$ cat config.mk
export PLATFORM = sky130hd
export DESIGN_NAME = permuteLane
export DESIGN_NICKNAME = d
export VERILOG_FILES = /design/src/boolFuncPkg.sv /design/src/permPipePkg.sv /design/src/permuteLane.sv
export SDC_FILE = /design/constraint.sdc
export NUM_CORES = 2
export LEC_CHECK = 0
export ABC_CLOCK_PERIOD_IN_PS = 13400
export BUFFER_PORTS_ARGS = -buffer_cell sky130_fd_sc_hd__buf_4
export CAP_MARGIN = 10
export CORE_AREA = 2 2 363 365
export DETAILED_ROUTE_END_ITERATION = 12
export DIE_AREA = 0 0 365 367
export SLEW_MARGIN = 5
export SYNTH_ARGS = -nofsm -noshare
export SYNTH_HDL_FRONTEND = slang
export SYNTH_SLANG_ARGS = --single-unit
export TNS_END_PERCENT = 5
$ cat constraint.sdc
create_clock -name clk -period 13.4 [get_ports clk]
set_input_delay 0.67 -clock clk [delete_from_list [all_inputs] [get_ports clk]]
set_output_delay 0.67 -clock clk [all_outputs]
set_load 0.02 [all_outputs]
$ cat src/boolFuncPkg.sv
`default_nettype none

package boolFuncPkg;

    // boolean functions of seven inputs stored as truth tables
    // bit i holds f(i), bit k of i is variable k
    localparam int varCount = 7;
    localparam int funcBits = 1 << varCount;   // 128 table bits

    // variables reordered by the 24-way permutation set
    localparam int firstPermVar = 3;
    localparam int lastPermVar = 6;

    // weight of one permutation never exceeds funcBits,
    // so one bit beyond log2 is enough
    localparam int weightBits = $clog2(funcBits) + 1;   // 8

endpackage

`default_nettype wire

$ cat src/permPipePkg.sv
`default_nettype none

package permPipePkg;

    // lane split of the 24 permutations
    localparam int laneCount = 4;
    localparam int permsPerLane = 6;
    localparam int totalPerms = laneCount * permsPerLane;

    // result widths unless the top level overrides them
    localparam int defaultSumWidth = 24;
    localparam int defaultCountWidth = 16;

    // batchDone sample to full adder tree output
    // decoder 1, lane weights 1, accumulator 1, adder tree 2
    localparam int coreLatency = 5;
    localparam int defaultExtraDelay = 2;   // output delay after the tree

endpackage

`default_nettype wire

$ cat src/permuteLane.sv
`default_nettype none

module permuteLane #(
    parameter int sumWidth = permPipePkg::defaultSumWidth,
    parameter int countWidth = permPipePkg::defaultCountWidth
) (
    input  wire                                  clk,
    input  wire                                  rst,
    input  wire [boolFuncPkg::funcBits-1:0]      topQ,
    input  wire [permPipePkg::permsPerLane-1:0][boolFuncPkg::funcBits-1:0] permBots,
    input  wire [permPipePkg::permsPerLane-1:0]  validMask,
    input  wire                                  batchEnd,
    output logic [sumWidth-1:0]                  laneSum,
    output logic [countWidth-1:0]                laneCount,
    output logic                                 laneDone
);

    // six weights of up to 128 each, 768 max
    localparam int stageSumBits = boolFuncPkg::weightBits + $clog2(permPipePkg::permsPerLane);
    localparam int stageCountBits = $clog2(permPipePkg::permsPerLane + 1);

    logic [permPipePkg::permsPerLane-1:0][boolFuncPkg::weightBits-1:0] weights;
    logic [stageSumBits-1:0]   weightTotal;
    logic [stageCountBits-1:0] validTotal;

    logic [stageSumBits-1:0]   stageSum;
    logic [stageCountBits-1:0] stageCount;
    logic                      stageEnd;

    logic [sumWidth-1:0]       accSum;
    logic [countWidth-1:0]     accCount;
    logic [sumWidth-1:0]       nextSum;
    logic [countWidth-1:0]     nextCount;

    // weight is the number of top bits the permuted bot leaves clear
    always_comb begin
        weightTotal = '0;
        validTotal = '0;
        for (int k = 0; k < permPipePkg::permsPerLane; k++) begin
            if (validMask[k]) begin
                weights[k] = boolFuncPkg::weightBits'($countones(topQ & ~permBots[k]));
            end else begin
                weights[k] = '0;
            end
            weightTotal += stageSumBits'(weights[k]);
            validTotal += stageCountBits'(validMask[k]);
        end
    end

    // stage 1, per-item totals
    always_ff @(posedge clk) begin
        stageSum <= weightTotal;
        stageCount <= validTotal;
    end

    always_ff @(posedge clk) begin
        if (rst) begin
            stageEnd <= 1'b0;
        end else begin
            stageEnd <= batchEnd;   // follows the closing item
        end
    end

    // stage 2, batch accumulation
    assign nextSum = accSum + sumWidth'(stageSum);
    assign nextCount = accCount + countWidth'(stageCount);

    always_ff @(posedge clk) begin
        if (rst) begin
            accSum <= '0;
            accCount <= '0;
            laneDone <= 1'b0;
        end else begin
            laneDone <= stageEnd;
            if (stageEnd) begin
                // closing item already went into nextSum
                accSum <= '0;
                accCount <= '0;
            end else begin
                accSum <= nextSum;
                accCount <= nextCount;
            end
        end
    end

    // published totals, valid while laneDone is high
    always_ff @(posedge clk) begin
        if (stageEnd) begin
            laneSum <= nextSum;
            laneCount <= nextCount;
        end
    end

endmodule

`default_nettype wire

==> results_tabular.tex <==
\begin{tabular}{lr}
\hline
Metric & Value \\
\hline
\multicolumn{2}{l}{\textbf{Run status}} \\
\quad Run status & finished, final reports clean \\
\multicolumn{2}{l}{\textbf{Route}} \\
\quad Initial DRT Pass Iterations & 5 \\
\quad Routed length per instance & 25.6 µm \\
\quad Avg Vias per Cell & 4.03 \\
\quad Routed vias & between 20000 and 25000 \\
\quad Number of DRC violations after detailed-routing iteration 0 & 1045 \\
\quad Remaining antenna violation count & 0 \\
\quad DRC violations left & 0 \\
\quad Final routed wirelength across all metal layers & approximately 140000 µm \\
\multicolumn{2}{l}{\textbf{Place}} \\
\quad Estimated wirelength of the detail-placed design & 135000 µm \\
\quad Pre-CTS WS & roughly 2.1 ns \\
\quad Port Buffer Count & around 950 \\
\quad Final estimated routing congestion in global placement & 0.957 \\
\multicolumn{2}{l}{\textbf{Worst setup path}} \\
\quad Required time of the critical path & about 14 ns \\
\quad Worst path bufs/invs & 8 \\
\quad Crit-path leading delay family & adder cells \\
\quad CP Launch Type & primary input \\
\quad Critical-path top delay cell & sky130\_fd\_sc\_hd\_\_fa\_1 \\
\quad Critical path class & in2reg \\
\quad Register-to-register path setup slack & around 11 ns \\
\quad Maximum fanout count along the critical path & 3 \\
\quad Most frequent CP cell & sky130\_fd\_sc\_hd\_\_fa\_1 \\
\quad Maximum cell stage delay along the critical path & 0.79 ns \\
\quad Kind of end point of the critical path & flop \\
\quad Arrival time of data at the critical path endpoint & 11.19 ns \\
\multicolumn{2}{l}{\textbf{Logic synthesis}} \\
\quad Area leader, netlist & sky130\_fd\_sc\_hd\_\_fa\_1 \\
\quad Seq cells post-synth & 96 \\
\quad Flip-flop cell with the highest count after synthesis & sky130\_fd\_sc\_hd\_\_dfxtp\_1 \\
\quad Share of the synthesized area in compound gates (AO/OA/AOI/OAI) & 0.0266 \\
\quad Async set or reset register ratio after synthesis & 0 \\
\quad Number of enable-type register cells in the synthesized netlist & 40 \\
\quad Number of unique standard cell types used by synthesis & a little under 50 \\
\quad Total standard cell area after synthesis & 28700 µm² \\
\quad Xor-xnor portion of the synthesized cell area & 0.0171 \\
\quad Largest family of logic cells by synthesized area & adder cells \\
\quad Adder-cell share of the synthesized area & 0.583 \\
\quad Synthesized-area fraction occupied by and/or/nand/nor cells & 0.202 \\
\quad Syn Area/Cell & 10.3 µm² \\
\quad Top cell type's share of synthesized area & 0.507 \\
\quad Number of cells produced by synthesis & between 2000 and 3000 \\
\quad Cells taking the most area after synthesis & sky130\_fd\_sc\_hd\_\_fa\_1 (51\%), sky130\_fd\_sc\_hd\_\_nand2b\_1 (9.0\%), sky130\_fd\_sc\_hd\_\_inv\_1 (8.7\%) \\
\quad Count of yosys warnings during synthesis & 0 \\
\quad Post-synthesis sequential area ratio & 0.0809 \\
\quad Syn nets & 4602 \\
\quad Share of synthesized area spent on multiplexers & 0.00244 \\
\multicolumn{2}{l}{\textbf{Clocking}} \\
\quad Clock sink count & 96 \\
\quad CTS Hold Buffers Added & 0 \\
\quad Clock-pin slew on the worst setup and hold paths & 0.07 ns \\
\quad Cts bufs inserted & 9 \\
\quad Clock H-tree levels & 3 \\
\quad Clock tree root buffer cell & sky130\_fd\_sc\_hd\_\_clkbuf\_16 \\
\quad Maximum clock path buffer count & 2 \\
\quad Number of setup buffers added after CTS & 0 \\
\quad Clock insertion delay at the later pin of the skew report & 0.35 ns \\
\quad CTS tree & done \\
\quad Number of gates given a new drive strength after cts & 0 \\
\multicolumn{2}{l}{\textbf{Hold path}} \\
\quad Hold Path Class & reg2reg \\
\multicolumn{2}{l}{\textbf{Die}} \\
\quad Die footprint & 134000 µm² \\
\quad Std-Cell Core Area & 130000 µm² \\
\quad Effective utilization at floorplan & 0.220 \\
\quad Width of the die & 365 µm \\
\quad Die H & 367 µm \\
\quad Cell row count & 133 \\
\quad Io pins & roughly 950 \\
\multicolumn{2}{l}{\textbf{STA}} \\
\quad Portion of the clock cycle consumed by the worst path in the final layout & 0.817 \\
\quad Fin worst setup slack & 2.45 ns \\
\quad Final setup fails & 0 \\
\quad Hold Fails Final Rpt & 0 \\
\quad Unrepaired setup endpoints after global routing & no \\
\quad Final-layout setup total negative slack & 0 ns \\
\quad Slew Viols, Final & 0 \\
\quad Relative max-transition margin & 0.553 \\
\quad Max Clock Freq & 91.3 MHz \\
\quad Transition time at the pin with the least slew margin & between 0.6 and 0.7 ns \\
\quad Worst setup skew after layout & 0.0103 ns \\
\quad Final period demand of the worst path & 10.95 ns \\
\multicolumn{2}{l}{\textbf{Finish}} \\
\quad Layout overhead on the synthesized area & 33.7\% \\
\quad Highest-count cells in the layout ignoring fill and taps & sky130\_fd\_sc\_hd\_\_buf\_4 (947), sky130\_fd\_sc\_hd\_\_fa\_1 (727), sky130\_fd\_sc\_hd\_\_inv\_1 (667), sky130\_fd\_sc\_hd\_\_nand2b\_1 (412), sky130\_fd\_sc\_hd\_\_nor2b\_1 (370) \\
\quad Layout cells sized above 1 & 0.261 \\
\quad Final-stage net count & 5555 \\
\quad Filler Cell Count & 13956 \\
\quad Most common cell after layout, fill and taps aside & sky130\_fd\_sc\_hd\_\_buf\_4 \\
\multicolumn{2}{l}{\textbf{Global routing}} \\
\quad Congestion Overflow GR & 0 \\
\quad Overall routing resource usage & 0.211 \\
\quad Initial antenna violation count & 64 \\
\quad Wire length of the first global-routing pass & just under 200000 µm \\
\quad Maximum number of pins on one net before global-route repair & 51 \\
\quad Via count of the first global-routing pass & 25730 \\
\multicolumn{2}{l}{\textbf{Job}} \\
\quad Count of max-cap constraint violations & 0 \\
\hline
\end{tabular}
-- final timing paths --
path / startpoint / to / cells past startpoint
max: permBots[173] / stageSum[8] / 35
min: accSum[23] / accSum[23] / 2
min reg2reg: accSum[23] / accSum[23] / 2
max reg2reg: stageSum[0] / laneSum[18] / 9
-- metrics by stage --
| stage | instances | util | area (µm²) | hold WS [ns] |
|---|---|---|---|---|
| floorplan | 2797 | - | 28700 | 0.459 |
| global placement | 5494 | 0.291 | 38000 | 0.466 |
| detailed placement | 5494 | 0.291 | 38000 | 0.484 |
| CTS | 5510 | 0.294 | 38300 | 0.494 |
| global route | 5533 | 0.294 | 38400 | 0.535 |
| finish | 5538 | 0.294 | 38400 | 0.493 |
-- cell usage after synthesis (5+ instances only) --
library cell	number
sky130_fd_sc_hd__xnor2_1	41
sky130_fd_sc_hd__fa_1	727
sky130_fd_sc_hd__nand3_1	7
sky130_fd_sc_hd__nand2b_1	412
sky130_fd_sc_hd__dfxtp_1	56
sky130_fd_sc_hd__a21o_1	15
sky130_fd_sc_hd__nor2_1	30
sky130_fd_sc_hd__or3_1	12
sky130_fd_sc_hd__inv_1	667
sky130_fd_sc_hd__a21oi_1	33
sky130_fd_sc_hd__and3_1	11
sky130_fd_sc_hd__and2_1	45
sky130_fd_sc_hd__nor3_1	9
sky130_fd_sc_hd__o21ai_1	5
sky130_fd_sc_hd__edfxtp_1	40
sky130_fd_sc_hd__o21ai_2	5
sky130_fd_sc_hd__nor2b_1	370
sky130_fd_sc_hd__ha_1	173
sky130_fd_sc_hd__o21bai_1	6
sky130_fd_sc_hd__o21a_1	11
sky130_fd_sc_hd__mux2i_1	7
sky130_fd_sc_hd__nand2_1	41
sky130_fd_sc_hd__o21ai_0	17
sky130_fd_sc_hd__nor3b_1	5
sky130_fd_sc_hd__xor2_1	15
-- layout make-up --
cell class / count / area [µm²] / area share
antenna: 28 / 70.1 / 0.00183
clock buffer: 13 / 293 / 0.00763
clock inverter: 3 / 28.8 / 0.000750
inverter: 667 / 2500 / 0.0653
multi-input combinational: 2029 / 23800 / 0.621
sequential: 96 / 2320 / 0.0606
tap: 1755 / 2200 / 0.0572
timing repair buffer: 947 / 7110 / 0.185
-- flip-flops by register name (all words and copies together), names as in the netlist --
register,count
stageSum,11
laneSum,24
laneDone,1
stageEnd,1
accSum,24
laneCount,16
stageCount,3
accCount,16
-- worst reg2reg max path, delay by kind of cell, from the launching register on --
family / cells / cell delay [ns]
flops: 1 / 0.33
buf+inv: 1 / 0.08
fa+ha+maj: 2 / 0.49
simple gates: 2 / 0.18
compound gates: 4 / 1.02
-- metal layers --
layer | track usage | part of all wire
met5 | 0 | 0.0021
met4 | 0.0366 | 0.015
met3 | 0.0479 | 0.067
met2 | 0.359 | 0.49
met1 | 0.275 | 0.43
-- cell families (layout without fill, tap and decap cells) --
group                      after synthesis  count (layout)
and+or+nand+nor                        955             955
DFF                                     96              96
muxes                                    7               7
AOI/OAI and AO/OA                      111             111
buffers and inverters                  672            1630
xor gates and xnor gates                56              56
adders and majority gates              900             900
other                                    0              28
Power is not shown: default switching activity piles up to over one toggle a cycle in this logic, so the estimate is an artifact.
