$ cat src/permPipePkg.sv
`default_nettype none

package permPipePkg;

    // lane split of the 24 permutations
    localparam int laneCount = 4;
    localparam int permsPerLane = 6;
    localparam int totalPerms = laneCount * permsPerLane;

    // result widths unless the top level overrides them
    localparam int defaultSumWidth = 24;
    localparam int defaultCountWidth = 16;

    // batchDone sample to full adder tree output
    // decoder 1, lane weights 1, accumulator 1, adder tree 2
    localparam int coreLatency = 5;
    localparam int defaultExtraDelay = 2;   // output delay after the tree

endpackage

`default_nettype wire

$ cat src/delayPipe.sv
`default_nettype none

module delayPipe #(
    parameter type dataType = logic,
    parameter int depth = 1
) (
    input  wire          clk,
    input  wire          rst,
    input  wire dataType din,
    output dataType      dout
);

    if (depth == 0) begin : genDirect
        assign dout = din;   // zero cycles requested
    end else begin : genChain
        dataType stages [depth];

        always_ff @(posedge clk) begin
            if (rst) begin
                for (int s = 0; s < depth; s++) begin
                    stages[s] <= '0;   // keeps a carried strobe low
                end
            end else begin
                stages[0] <= din;
                for (int s = 1; s < depth; s++) begin
                    stages[s] <= stages[s - 1];
                end
            end
        end

        assign dout = stages[depth - 1];
    end

endmodule

`default_nettype wire

$ cat src/laneCombiner.sv
`default_nettype none

module laneCombiner #(
    parameter int sumWidth = permPipePkg::defaultSumWidth,
    parameter int countWidth = permPipePkg::defaultCountWidth,
    parameter int extraDelay = permPipePkg::defaultExtraDelay
) (
    input  wire                                          clk,
    input  wire                                          rst,
    input  wire [permPipePkg::laneCount-1:0][sumWidth-1:0]   laneSum,
    input  wire [permPipePkg::laneCount-1:0][countWidth-1:0] laneCount,
    input  wire                                          laneDone,
    output logic [sumWidth-1:0]                          pcoeffSum,
    output logic [countWidth-1:0]                        pcoeffCount,
    output logic                                         resultValid
);

    logic [1:0][sumWidth-1:0]   pairSum;
    logic [1:0][countWidth-1:0] pairCount;
    logic                       pairDone;
    logic [sumWidth-1:0]        fullSum;
    logic [countWidth-1:0]      fullCount;
    logic                       fullDone;
    logic [sumWidth-1:0]        sumDelayed;
    logic [countWidth-1:0]      countDelayed;
    logic                       doneDelayed;

    // adder tree, lanes 0+1 and 2+3 then both pairs
    always_ff @(posedge clk) begin
        pairSum[0] <= laneSum[0] + laneSum[1];
        pairSum[1] <= laneSum[2] + laneSum[3];
        pairCount[0] <= laneCount[0] + laneCount[1];
        pairCount[1] <= laneCount[2] + laneCount[3];
        fullSum <= pairSum[0] + pairSum[1];
        fullCount <= pairCount[0] + pairCount[1];
    end

    always_ff @(posedge clk) begin
        if (rst) begin
            pairDone <= 1'b0;
            fullDone <= 1'b0;
        end else begin
            pairDone <= laneDone;
            fullDone <= pairDone;
        end
    end

    // the hold register below is the last of the extraDelay cycles
    delayPipe #(.dataType(logic [sumWidth-1:0]), .depth(extraDelay - 1)) sumPipe (
        .clk(clk), .rst(rst), .din(fullSum), .dout(sumDelayed)
    );
    delayPipe #(.dataType(logic [countWidth-1:0]), .depth(extraDelay - 1)) countPipe (
        .clk(clk), .rst(rst), .din(fullCount), .dout(countDelayed)
    );
    delayPipe #(.dataType(logic), .depth(extraDelay - 1)) donePipe (
        .clk(clk), .rst(rst), .din(fullDone), .dout(doneDelayed)
    );

    always_ff @(posedge clk) begin
        if (rst) begin
            pcoeffSum <= '0;
            pcoeffCount <= '0;
            resultValid <= 1'b0;
        end else begin
            resultValid <= doneDelayed;   // single cycle pulse
            if (doneDelayed) begin
                pcoeffSum <= sumDelayed;
                pcoeffCount <= countDelayed;
            end
        end
    end

endmodule

`default_nettype wire

$ cat config.mk
export PLATFORM = sky130hd
export DESIGN_NAME = laneCombiner
export DESIGN_NICKNAME = d
export VERILOG_FILES = /design/src/permPipePkg.sv /design/src/delayPipe.sv /design/src/laneCombiner.sv
export SDC_FILE = /design/constraint.sdc
export NUM_CORES = 1
export LEC_CHECK = 0
export BUFFER_PORTS_ARGS = -buffer_cell sky130_fd_sc_hd__buf_4
export CORE_AREA = 2 2 177 179
export DETAILED_ROUTE_END_ITERATION = 6
export DIE_AREA = 0 0 179 181
export GPL_TIMING_DRIVEN = 0
export SLEW_MARGIN = 10
export SYNTH_ARGS = -nofsm -noshare
export SYNTH_HDL_FRONTEND = slang
export SYNTH_HIERARCHICAL = 1
export SYNTH_SLANG_ARGS = --single-unit
$ cat constraint.sdc
create_clock -name clk -period 3.4 [get_ports clk]
set_input_delay 0.68 -clock clk [delete_from_list [all_inputs] [get_ports clk]]
set_output_delay 0.68 -clock clk [all_outputs]
set_load 0.005 [all_outputs]
==> metrics, run 1 <==
register area share after synthesis 39.0%; DRC viols 0; Final #Nets 1585; Die X-Extent 179 um; chip height 181 um; initial antenna violation count 0; final wirelength 23700 um; Boundary Pins 204; CTS root buf clkbuf_16; CP max-delay cell fa_1; setup_tns 0 ns; Synth area leaders dfxtp_1 (39%), ha_1 (14%), xnor2_1 (5.5%); share of cells above drive strength 1 22.2%; post-cts resize count 0; Worst-Skew Late Latency 0.50 ns; Sw Share 30.4%; multi-input logic area 6190 sq um; hold path depth 2; CTS tree done; Primary FF master, synth dfxtp_1; synthesized instance count 1075; final max-slew violation count 0; Least-Margin Pin Slew 0.788 ns; DRT iter0 DRCs 308; Die ar. 32400 sq um; crit path cell chain buf_4 -> ha_1 -> fa_1 -> a21oi_1 -> o221a_2 -> a211oi_2 -> a211o_2 -> a41oi_1 -> o21ai_0 -> xor2_1; Area Overhead vs Synth 27.2%; Max stage delay on crit path 0.43 ns; grt total ovfl 0; Avg Cell Area, Syn 9.75 sq um; Detail Route Antenna Nets 0; Post-synth ARST share 0%; row count 64; critical path fanouts, max 5; f_max 379 MHz; Buf/Inv on CP 1; CTS buffer count 22; CP Launch Type input port; CTS max path bufs 3; Setup Crit Path Kind input port to register; status finished, final reports clean; Synth top area share 39.0%; DR vias/cell 4.74; first drt pass iteration count 7; Port-buffer cells 203; critical path required time 3.78 ns; vias in the first global route 7881; leakage 6.05 nW; r2r worst-path depth 8; Initial Util 34.5%; FF/Latch Area 4080 sq um; Yosys Warn Count 6; routability cong. 0.854; Syn Std Cell Area 10500 sq um; Yosys top cell by area dfxtp_1; H-tree depth 1; Final Cycle Share 77.5%; HPWL Detailed 19300 um; worst vdd ir 0.357 mV; Core ar. 30300 sq um; Gate power share 31.6%; Internal Power 5.94 mW; Seq cells post-synth 204; most common cell in the synthesized netlist dfxtp_1; gr usage total 14.3%; Max Cap Viol 0; Relative slew margins 47.5%; first-pass GRT wire length 38300 um; clk slew on worst S/H paths 0.07 ns; Post-synth EDFFs 0; PD cells 640 nW/um^2; Reg power frac 37.5%; Mapped Nets 1358; Clock Power Share 30.9%; Period minus WS final 2.64 ns; # fillers 2954; RSZ-0062 raised after global routing false; pin count of the biggest net entering global routing 16; CTS Sinks 204; CP arrival 3.02 ns; cts hold-fix bufs 0; Post-synth top cells dfxtp_1 (204), ha_1 (114), a21oi_1 (91); Critical Path End Type register; fin util 43.9%; DR WL/cell 13.8 um; Hold/Removal Path Class input port to register; Setup Buffers After CTS 0; count of final setup violators 0; crit-path leading delay family compound AO/OA/AOI/OAI gates; final hold vios 0; clk_skew 0.0162 ns; Cell variety after synth 68; WP depth 10; diode count 0; switching power 2.60 mW; Vias 8121
[per-stage QoR]
step	total power [mW]	cell area [sq um]	worst slack, ns	hold slack, ns	std cells
2_1_floorplan	5.20	10500	0.730	0.411	1075
3_3_place_gp	5.93	12500	0.279	0.422	1674
3_5_place_dp	5.95	12500	0.245	0.420	1674
4_1_cts	8.63	13300	0.685	0.380	1714
5_1_grt	9.11	13300	0.574	0.386	1714
6_report	8.53	13300	0.764	0.404	1714
[flip-flops by register name (all words and copies together), names as in the netlist, 16 cells and up]
register                   flops
pairSum                       48
pairCount                     32
fullSum                       24
pcoeffSum                     24
sumPipe/genChain.stages       24
countPipe/genChain.stages     16
fullCount                     16
pcoeffCount                   16
[cell usage in the layout, fill, tap and decap left out, types with 5 or more instances in the layout]
cell type	n
xnor2_1	66
a31oi_1	17
ha_1	114
nor2b_2	21
nor2_1	84
fa_1	6
nand2_1	54
clkbuf_8	5
o21a_1	8
nor2b_1	21
nor3_1	21
nand4_1	13
xor2_1	37
o21bai_1	15
and2b_2	6
o21ai_0	34
a211o_1	5
a21oi_1	91
and3_1	7
dfxtp_1	204
buf_4	203
mux2i_1	42
a21o_1	56
nand3_1	16
inv_1	23
a211oi_1	9
clkbuf_16	23
clkbuf_1	19
nand2b_1	10
o211ai_1	8
[layer usage]
layer	wire, um	vias up	part of all wire (%)	global-route usage, %
met5	0	-	0	0
met2	10300	152	44	22.5
li1	-	4296	-	-
met4	428	0	1.8	3.45
met3	1110	30	4.7	2.29
met1	11800	3643	50	20.4
[worst paths after layout]
| check | startpoint | to | slack (ns) |
|---|---|---|---|
| worst max register to register | pairSum[1]$_DFF_P_ | fullSum[23]$_DFF_P_ | 0.79 |
| worst min register to register | fullSum[0]$_DFF_P_ | sumPipe/genChain.stages[0][0]$_SDFF_PP0_ | 0.43 |
| worst min-delay path | laneSum[72] | pairSum[24]$_DFF_P_ | 0.40 |
| worst max-delay path | laneSum[48] | pairSum[46]$_DFF_P_ | 0.76 |
[power by group through the flow]
stage | Clock, mW | Combinational [mW] | Sequential (mW)
global placement | 0 | 2.68 | 3.25
floorplan | 0 | 2.03 | 3.17
global route | 2.79 | 3.05 | 3.27
detailed placement | 0 | 2.70 | 3.26
finish | 2.64 | 2.70 | 3.20
CTS | 2.71 | 2.71 | 3.21
[logic make-up (layout without fill, tap and decap cells)]
logic type                 Yosys count  count (layout)  share of synthesized area, %
xor gates and xnor gates           103             103                          8.61
muxes                               42              42                          4.01
AOI/OAI and AO/OA                  283             283                          18.1
adders and majority gates          120             120                          14.8
buffers and inverters               48             291                          1.93
and+or+nand+nor                    275             275                          13.6
DFF                                204             204                          39.0
[area by class of cell]
class                   count  area share [%]
plain buffers              25           0.873
clock buffers              28            4.84
clock inverters            12            1.38
inverters                  23           0.648
multi-input cells         823            46.5
flip-flops and latches    204            30.6
well taps                 396            3.72
repair buffers            203            11.4
Power figures use the tool's default switching activity.
==> run 2: changes to the inputs <==
==> constraint.sdc (replaced) <==
create_clock -name clk -period 2.7 [get_ports clk]
set_input_delay 0.54 -clock clk [delete_from_list [all_inputs] [get_ports clk]]
set_output_delay 0.54 -clock clk [all_outputs]
set_load 0.005 [all_outputs]
==> metrics, run 2 (synthesis results as in run 1) <==
CP Launch Point laneSum[48] (unchanged); final wirelength 23700 um (about the same); grt total ovfl 0 (unchanged); Reg2Reg Launch Point pairSum[1]$_DFF_P_ (unchanged); Setup Crit Path Kind input port to register (unchanged); CP endpoint pairSum[46]$_DFF_P_ (unchanged); worst vdd ir 0.450 mV (was 0.357 mV); count of final setup violators 0 (unchanged); CTS root buf clkbuf_16 (unchanged); biggest regs pairSum (48), pairCount (32) (unchanged); CTS buffer count 22 (unchanged); Detail Route Antenna Nets 0 (unchanged); DRT iter0 DRCs 308 (unchanged); CTS tree done (unchanged); Vias 8119 (was 8121); Max Cap Viol 0 (unchanged); Core ar. 30300 sq um (unchanged); Final Cycle Share 92.6%; final hold vios 0 (unchanged); Finished Layout Cells 1714 (unchanged); routability cong. 0.854 (unchanged); final max-slew violation count 0 (unchanged); Max stage delay on crit path 0.43 ns (about the same); Initial Util 34.5% (unchanged); status finished, final reports clean (unchanged); Final #Nets 1585 (unchanged); Die X-Extent 179 um (unchanged); initial antenna violation count 0 (unchanged); row count 64 (unchanged); Period minus WS final 2.50 ns; RSZ-0062 raised after global routing false (unchanged); fin util 43.9% (about the same); max reg flops 48 (unchanged); PD cells 807 nW/um^2 (was 640 nW/um^2); Critical Path End Type register (unchanged); DRC viols 0 (unchanged); first drt pass iteration count 4 (was 7); f_max 400 MHz; Relative slew margins 47.5% (about the same); H-tree depth 1 (unchanged); Most flops, register pairSum (unchanged); HPWL Detailed 19300 um (unchanged); share of cells above drive strength 1 22.2% (about the same); Hold/Removal Path Class input port to register (unchanged); r2r worst-path depth 8 (unchanged); Reg2Reg Setup Slack 0.23 ns (was 0.79 ns); CTS max path bufs 3 (unchanged); CP Launch Type input port (unchanged); CP arrival 2.88 ns (was 3.02 ns); leakage 6.05 nW (about the same); DR vias/cell 4.74 (about the same); DR WL/cell 13.8 um (about the same); chip height 181 um (unchanged); CP max-delay cell fa_1 (unchanged); CTS Sinks 204 (unchanged); critical path fanouts, max 5 (unchanged); Area Overhead vs Synth 27.2% (about the same); crit path cell chain buf_4 -> ha_1 -> fa_1 -> a21oi_1 -> o221a_2 -> a211oi_2 -> a211o_2 -> a41oi_1 -> o21ai_0 -> xor2_1 (unchanged); worst hold slack 0.264 ns (was 0.404 ns); clk slew on worst S/H paths 0.06 ns (was 0.07 ns); RR Endpoint fullSum[23]$_DFF_P_ (unchanged); Worst-Skew Late Latency 0.50 ns (about the same); most frequent cells in the layout dfxtp_1 (204), buf_4 (203), ha_1 (114) (unchanged); Least-Margin Pin Slew 0.788 ns (about the same); critical path required time 3.08 ns (was 3.78 ns); pin count of the biggest net entering global routing 16 (unchanged); gr usage total 14.3% (unchanged); clk_skew 0.0163 ns (was 0.0162 ns); setup_tns 0 ns (unchanged); diode count 0 (unchanged); Placed Cells 1674 (unchanged); Boundary Pins 204 (unchanged); vias in the first global route 7882 (was 7881); Port-buffer cells 203 (unchanged); commonest non-fill, non-tap cell in the layout dfxtp_1 (unchanged); first-pass GRT wire length 38300 um (about the same); Die ar. 32400 sq um (unchanged)
run 2: per-stage QoR:
step / area (sq um) / setup WS (ns) / power, mW
after floorplan: 10500 / 0.170 / 6.55
after global placement: 12500 / -0.281 / 7.46
after detailed placement: 12500 / -0.315 / 7.50
after CTS: 13300 / 0.165 / 10.9
after global routing: 13300 / 0.0204 / 11.5
final: 13300 / 0.200 / 10.8
run 2: critical path: cells and delay by family:
| kind | cells | cell delay (ns) |
|---|---|---|
| xor+xnor | 1 | 0.16 |
| compound gates | 6 | 1.38 |
| fa+ha+maj | 2 | 0.67 |
| buf+inv | 1 | 0.11 |
run 2: power by group:
part / internal [mW] / total [mW] / switching [mW]
Clock: 2.09 / 3.32 / 1.23
Sequential: 3.79 / 4.03 / 0.239
Combinational: 1.61 / 3.41 / 1.80
Total: 7.49 / 10.8 / 3.27
run 2: per-layer routing:
layer / vias up / GRT usage [%] / wire length, um
met3: 30 / 2.29 / 1110
met2: 151 / 22.5 / 10300
met4: 0 / 3.45 / 427
li1: 4299 / - / -
met1: 3639 / 20.4 / 11900
met5: - / 0 / 0
run 2: how the worst min path moves through the flow:
| stage | startpoint | to | slack [ns] | cells past startpoint |
|---|---|---|---|---|
| global placement | fullSum[0]$_DFF_P_ | sumPipe/genChain.stages[0][0]$_SDFF_PP0_ | 0.42 | 1 |
| detailed placement | fullSum[0]$_DFF_P_ | sumPipe/genChain.stages[0][0]$_SDFF_PP0_ | 0.42 | 1 |
| finish | laneSum[72] | pairSum[24]$_DFF_P_ | 0.26 | 2 |
| floorplan | fullSum[0]$_DFF_P_ | sumPipe/genChain.stages[0][0]$_SDFF_PP0_ | 0.41 | 1 |
| CTS | laneSum[72] | pairSum[24]$_DFF_P_ | 0.24 | 2 |
| global route | laneCount[48] | pairCount[16]$_DFF_P_ | 0.25 | 2 |
run 2: layout make-up:
| class | count | area [sq um] |
|---|---|---|
| flip-flops and latches | 204 | 4080 |
| inverters | 23 | 86.3 |
| fillers | 2955 | 17000 |
| repair buffers | 203 | 1520 |
| multi-input cells | 823 | 6200 |
| clock buffers | 28 | 644 |
| well taps | 396 | 495 |
| clock inverters | 12 | 184 |
| plain buffers | 25 | 116 |
run 2: repair_timing:
| action | in CTS | in global routing |
|---|---|---|
| resized for setup | 1 | 0 |
| setup buffers | 0 | 0 |
| hold buffers | 0 | 0 |
| setup endpoints to repair | 1 | 0 |
==> run 3: changes to the inputs <==
--- a/config.mk
+++ b/config.mk
@@ -10,6 +10,7 @@
 export DETAILED_ROUTE_END_ITERATION = 6
 export DIE_AREA = 0 0 179 181
 export GPL_TIMING_DRIVEN = 0
+export RECOVER_POWER = 50
 export SLEW_MARGIN = 10
 export SYNTH_ARGS = -nofsm -noshare
 export SYNTH_HDL_FRONTEND = slang
==> metrics, run 3 (synthesis results as in run 1) <==
status finished, final reports clean (unchanged); pin count of the biggest net entering global routing 16 (unchanged); leakage 5.95 nW (was 6.05 nW); Die ar. 32400 sq um (unchanged); crit path cell chain clkbuf_4 -> ha_1 -> fa_1 -> a21oi_1 -> o221a_2 -> a211oi_2 -> a211o_2 -> a41oi_1 -> o21ai_0 -> xor2_1 (was buf_4 -> ha_1 -> fa_1 -> a21oi_1 -> o221a_2 -> a211oi_2 -> a211o_2 -> a41oi_1 -> o21ai_0 -> xor2_1); share of cells above drive strength 1 20.6% (was 22.2%); Least-Margin Pin Slew 0.932 ns (was 0.788 ns); CTS Sinks 204 (unchanged); DR vias/cell 4.73 (was 4.74); Worst-Skew Late Latency 0.50 ns (about the same); Area Overhead vs Synth 26.3% (was 27.2%); first drt pass iteration count 4 (unchanged); count of final setup violators 0 (unchanged); Most flops, register pairSum (unchanged); biggest regs pairSum (48), pairCount (32) (unchanged); Die X-Extent 179 um (unchanged); row count 64 (unchanged); PD cells 811 nW/um^2 (was 807 nW/um^2); CTS buffer count 22 (unchanged); Vias 8104 (was 8119); RSZ-0062 raised after global routing false (unchanged); setup_tns 0 ns (unchanged); Place WS -0.315 ns (unchanged); chip height 181 um (unchanged); Setup Crit Path Kind input port to register (unchanged); Max Cap Viol 0 (unchanged); HPWL Detailed 19300 um (unchanged); commonest non-fill, non-tap cell in the layout dfxtp_1 (unchanged); Max stage delay on crit path 0.43 ns (about the same); most frequent cells in the layout dfxtp_1 (204), buf_4 (153), ha_1 (114) (was dfxtp_1 (204), buf_4 (203), ha_1 (114)); Boundary Pins 204 (unchanged); CP max-delay cell fa_1 (unchanged); f_max 400 MHz (about the same); clk_skew 0.0158 ns (was 0.0163 ns); vias in the first global route 7882 (unchanged); Port-buffer cells 203 (unchanged); H-tree depth 1 (unchanged); Detail Route Antenna Nets 0 (unchanged); final wirelength 23700 um (about the same); DR WL/cell 13.8 um (about the same); DRT iter0 DRCs 308 (unchanged); final hold vios 0 (unchanged); Power Total 10.7 mW (was 10.8 mW); worst hold slack 0.264 ns (about the same); fin util 43.6% (was 43.9%); max reg flops 48 (unchanged); Period minus WS final 2.50 ns (about the same); CP arrival 2.88 ns (about the same); grt total ovfl 0 (unchanged); clk slew on worst S/H paths 0.07 ns (was 0.06 ns); worst vdd ir 0.449 mV (was 0.450 mV); diode count 0 (unchanged); PnR worst setup slack 0.197 ns (was 0.200 ns); gr usage total 14.3% (unchanged); Critical Path End Type register (unchanged); CTS root buf clkbuf_16 (unchanged); Hold/Removal Path Class input port to register (unchanged); CTS max path bufs 3 (unchanged); initial antenna violation count 0 (unchanged); critical path required time 3.08 ns (about the same); DRC viols 0 (unchanged); Core ar. 30300 sq um (unchanged); final max-slew violation count 0 (unchanged); critical path fanouts, max 5 (unchanged); Initial Util 34.5% (unchanged); Final #Nets 1585 (unchanged); Final Cycle Share 92.7% (was 92.6%); first-pass GRT wire length 38300 um (unchanged); Relative slew margins 37.9% (was 47.5%); CP Launch Type input port (unchanged); CTS tree done (unchanged); routability cong. 0.854 (unchanged); cts hold-fix bufs 0 (unchanged)
-- run 3: cell count changes in the layout (fill, tap and decap cells not counted), moves of 3 or more --
cell      previous run  this run
buf_6                3         0
buf_4              203       153
clkbuf_4             0        33
clkbuf_1            19        39
-- run 3: per-layer routing --
metal	GRT usage, %	vias to the layer above	part of all wire, %
met5	0	-	0
met4	3.45	0	1.8
met3	2.29	30	4.5
met2	22.5	150	44
met1	20.4	3628	50
li1	-	4296	-
-- run 3: power breakdown --
group / leakage (nW) / switching, mW / internal (mW) / total (mW)
Clock: 0.406 / 1.23 / 2.09 / 3.31
Sequential: 1.70 / 0.242 / 3.79 / 4.03
Combinational: 3.84 / 1.80 / 1.60 / 3.40
-- run 3: area by class of cell --
class / count / area [sq um]
tap: 396 / 495
fill: 2976 / 17100
buffer: 25 / 93.8
inverter: 23 / 86.3
clock inverter: 12 / 184
timing repair buffer: 203 / 1460
sequential: 204 / 4080
multi-input combinational: 823 / 6190
clock buffer: 28 / 644
-- run 3: through the flow --
stage                     instance area (sq um)  cells
after CTS                                 13300   1714
after detailed placement                  12500   1674
final                                     13200   1714
after global routing                      13200   1714
after floorplan                           10500   1075
after global placement                    12500   1674
-- run 3: final timing paths --
kind	from	slack, ns	endpoint	cells past startpoint
setup / recovery	laneSum[48]	0.20	pairSum[46]$_DFF_P_	10
hold reg to reg	fullSum[0]$_DFF_P_	0.43	sumPipe/genChain.stages[0][0]$_SDFF_PP0_	1
hold / removal	laneSum[72]	0.26	pairSum[24]$_DFF_P_	2
setup reg to reg	pairSum[1]$_DFF_P_	0.23	fullSum[23]$_DFF_P_	8
-- run 3: critical path: cells and delay by family --
family	cells	cell delay, ns
compound gates	6	1.38
xor+xnor	1	0.16
fa+ha+maj	2	0.67
buf+inv	1	0.11
-- run 3: repair_timing --
action                                  in CTS  in global routing
endpoints found under the setup margin       1                  0
buffers inserted                             0                  0
gates resized for setup                      1                  0
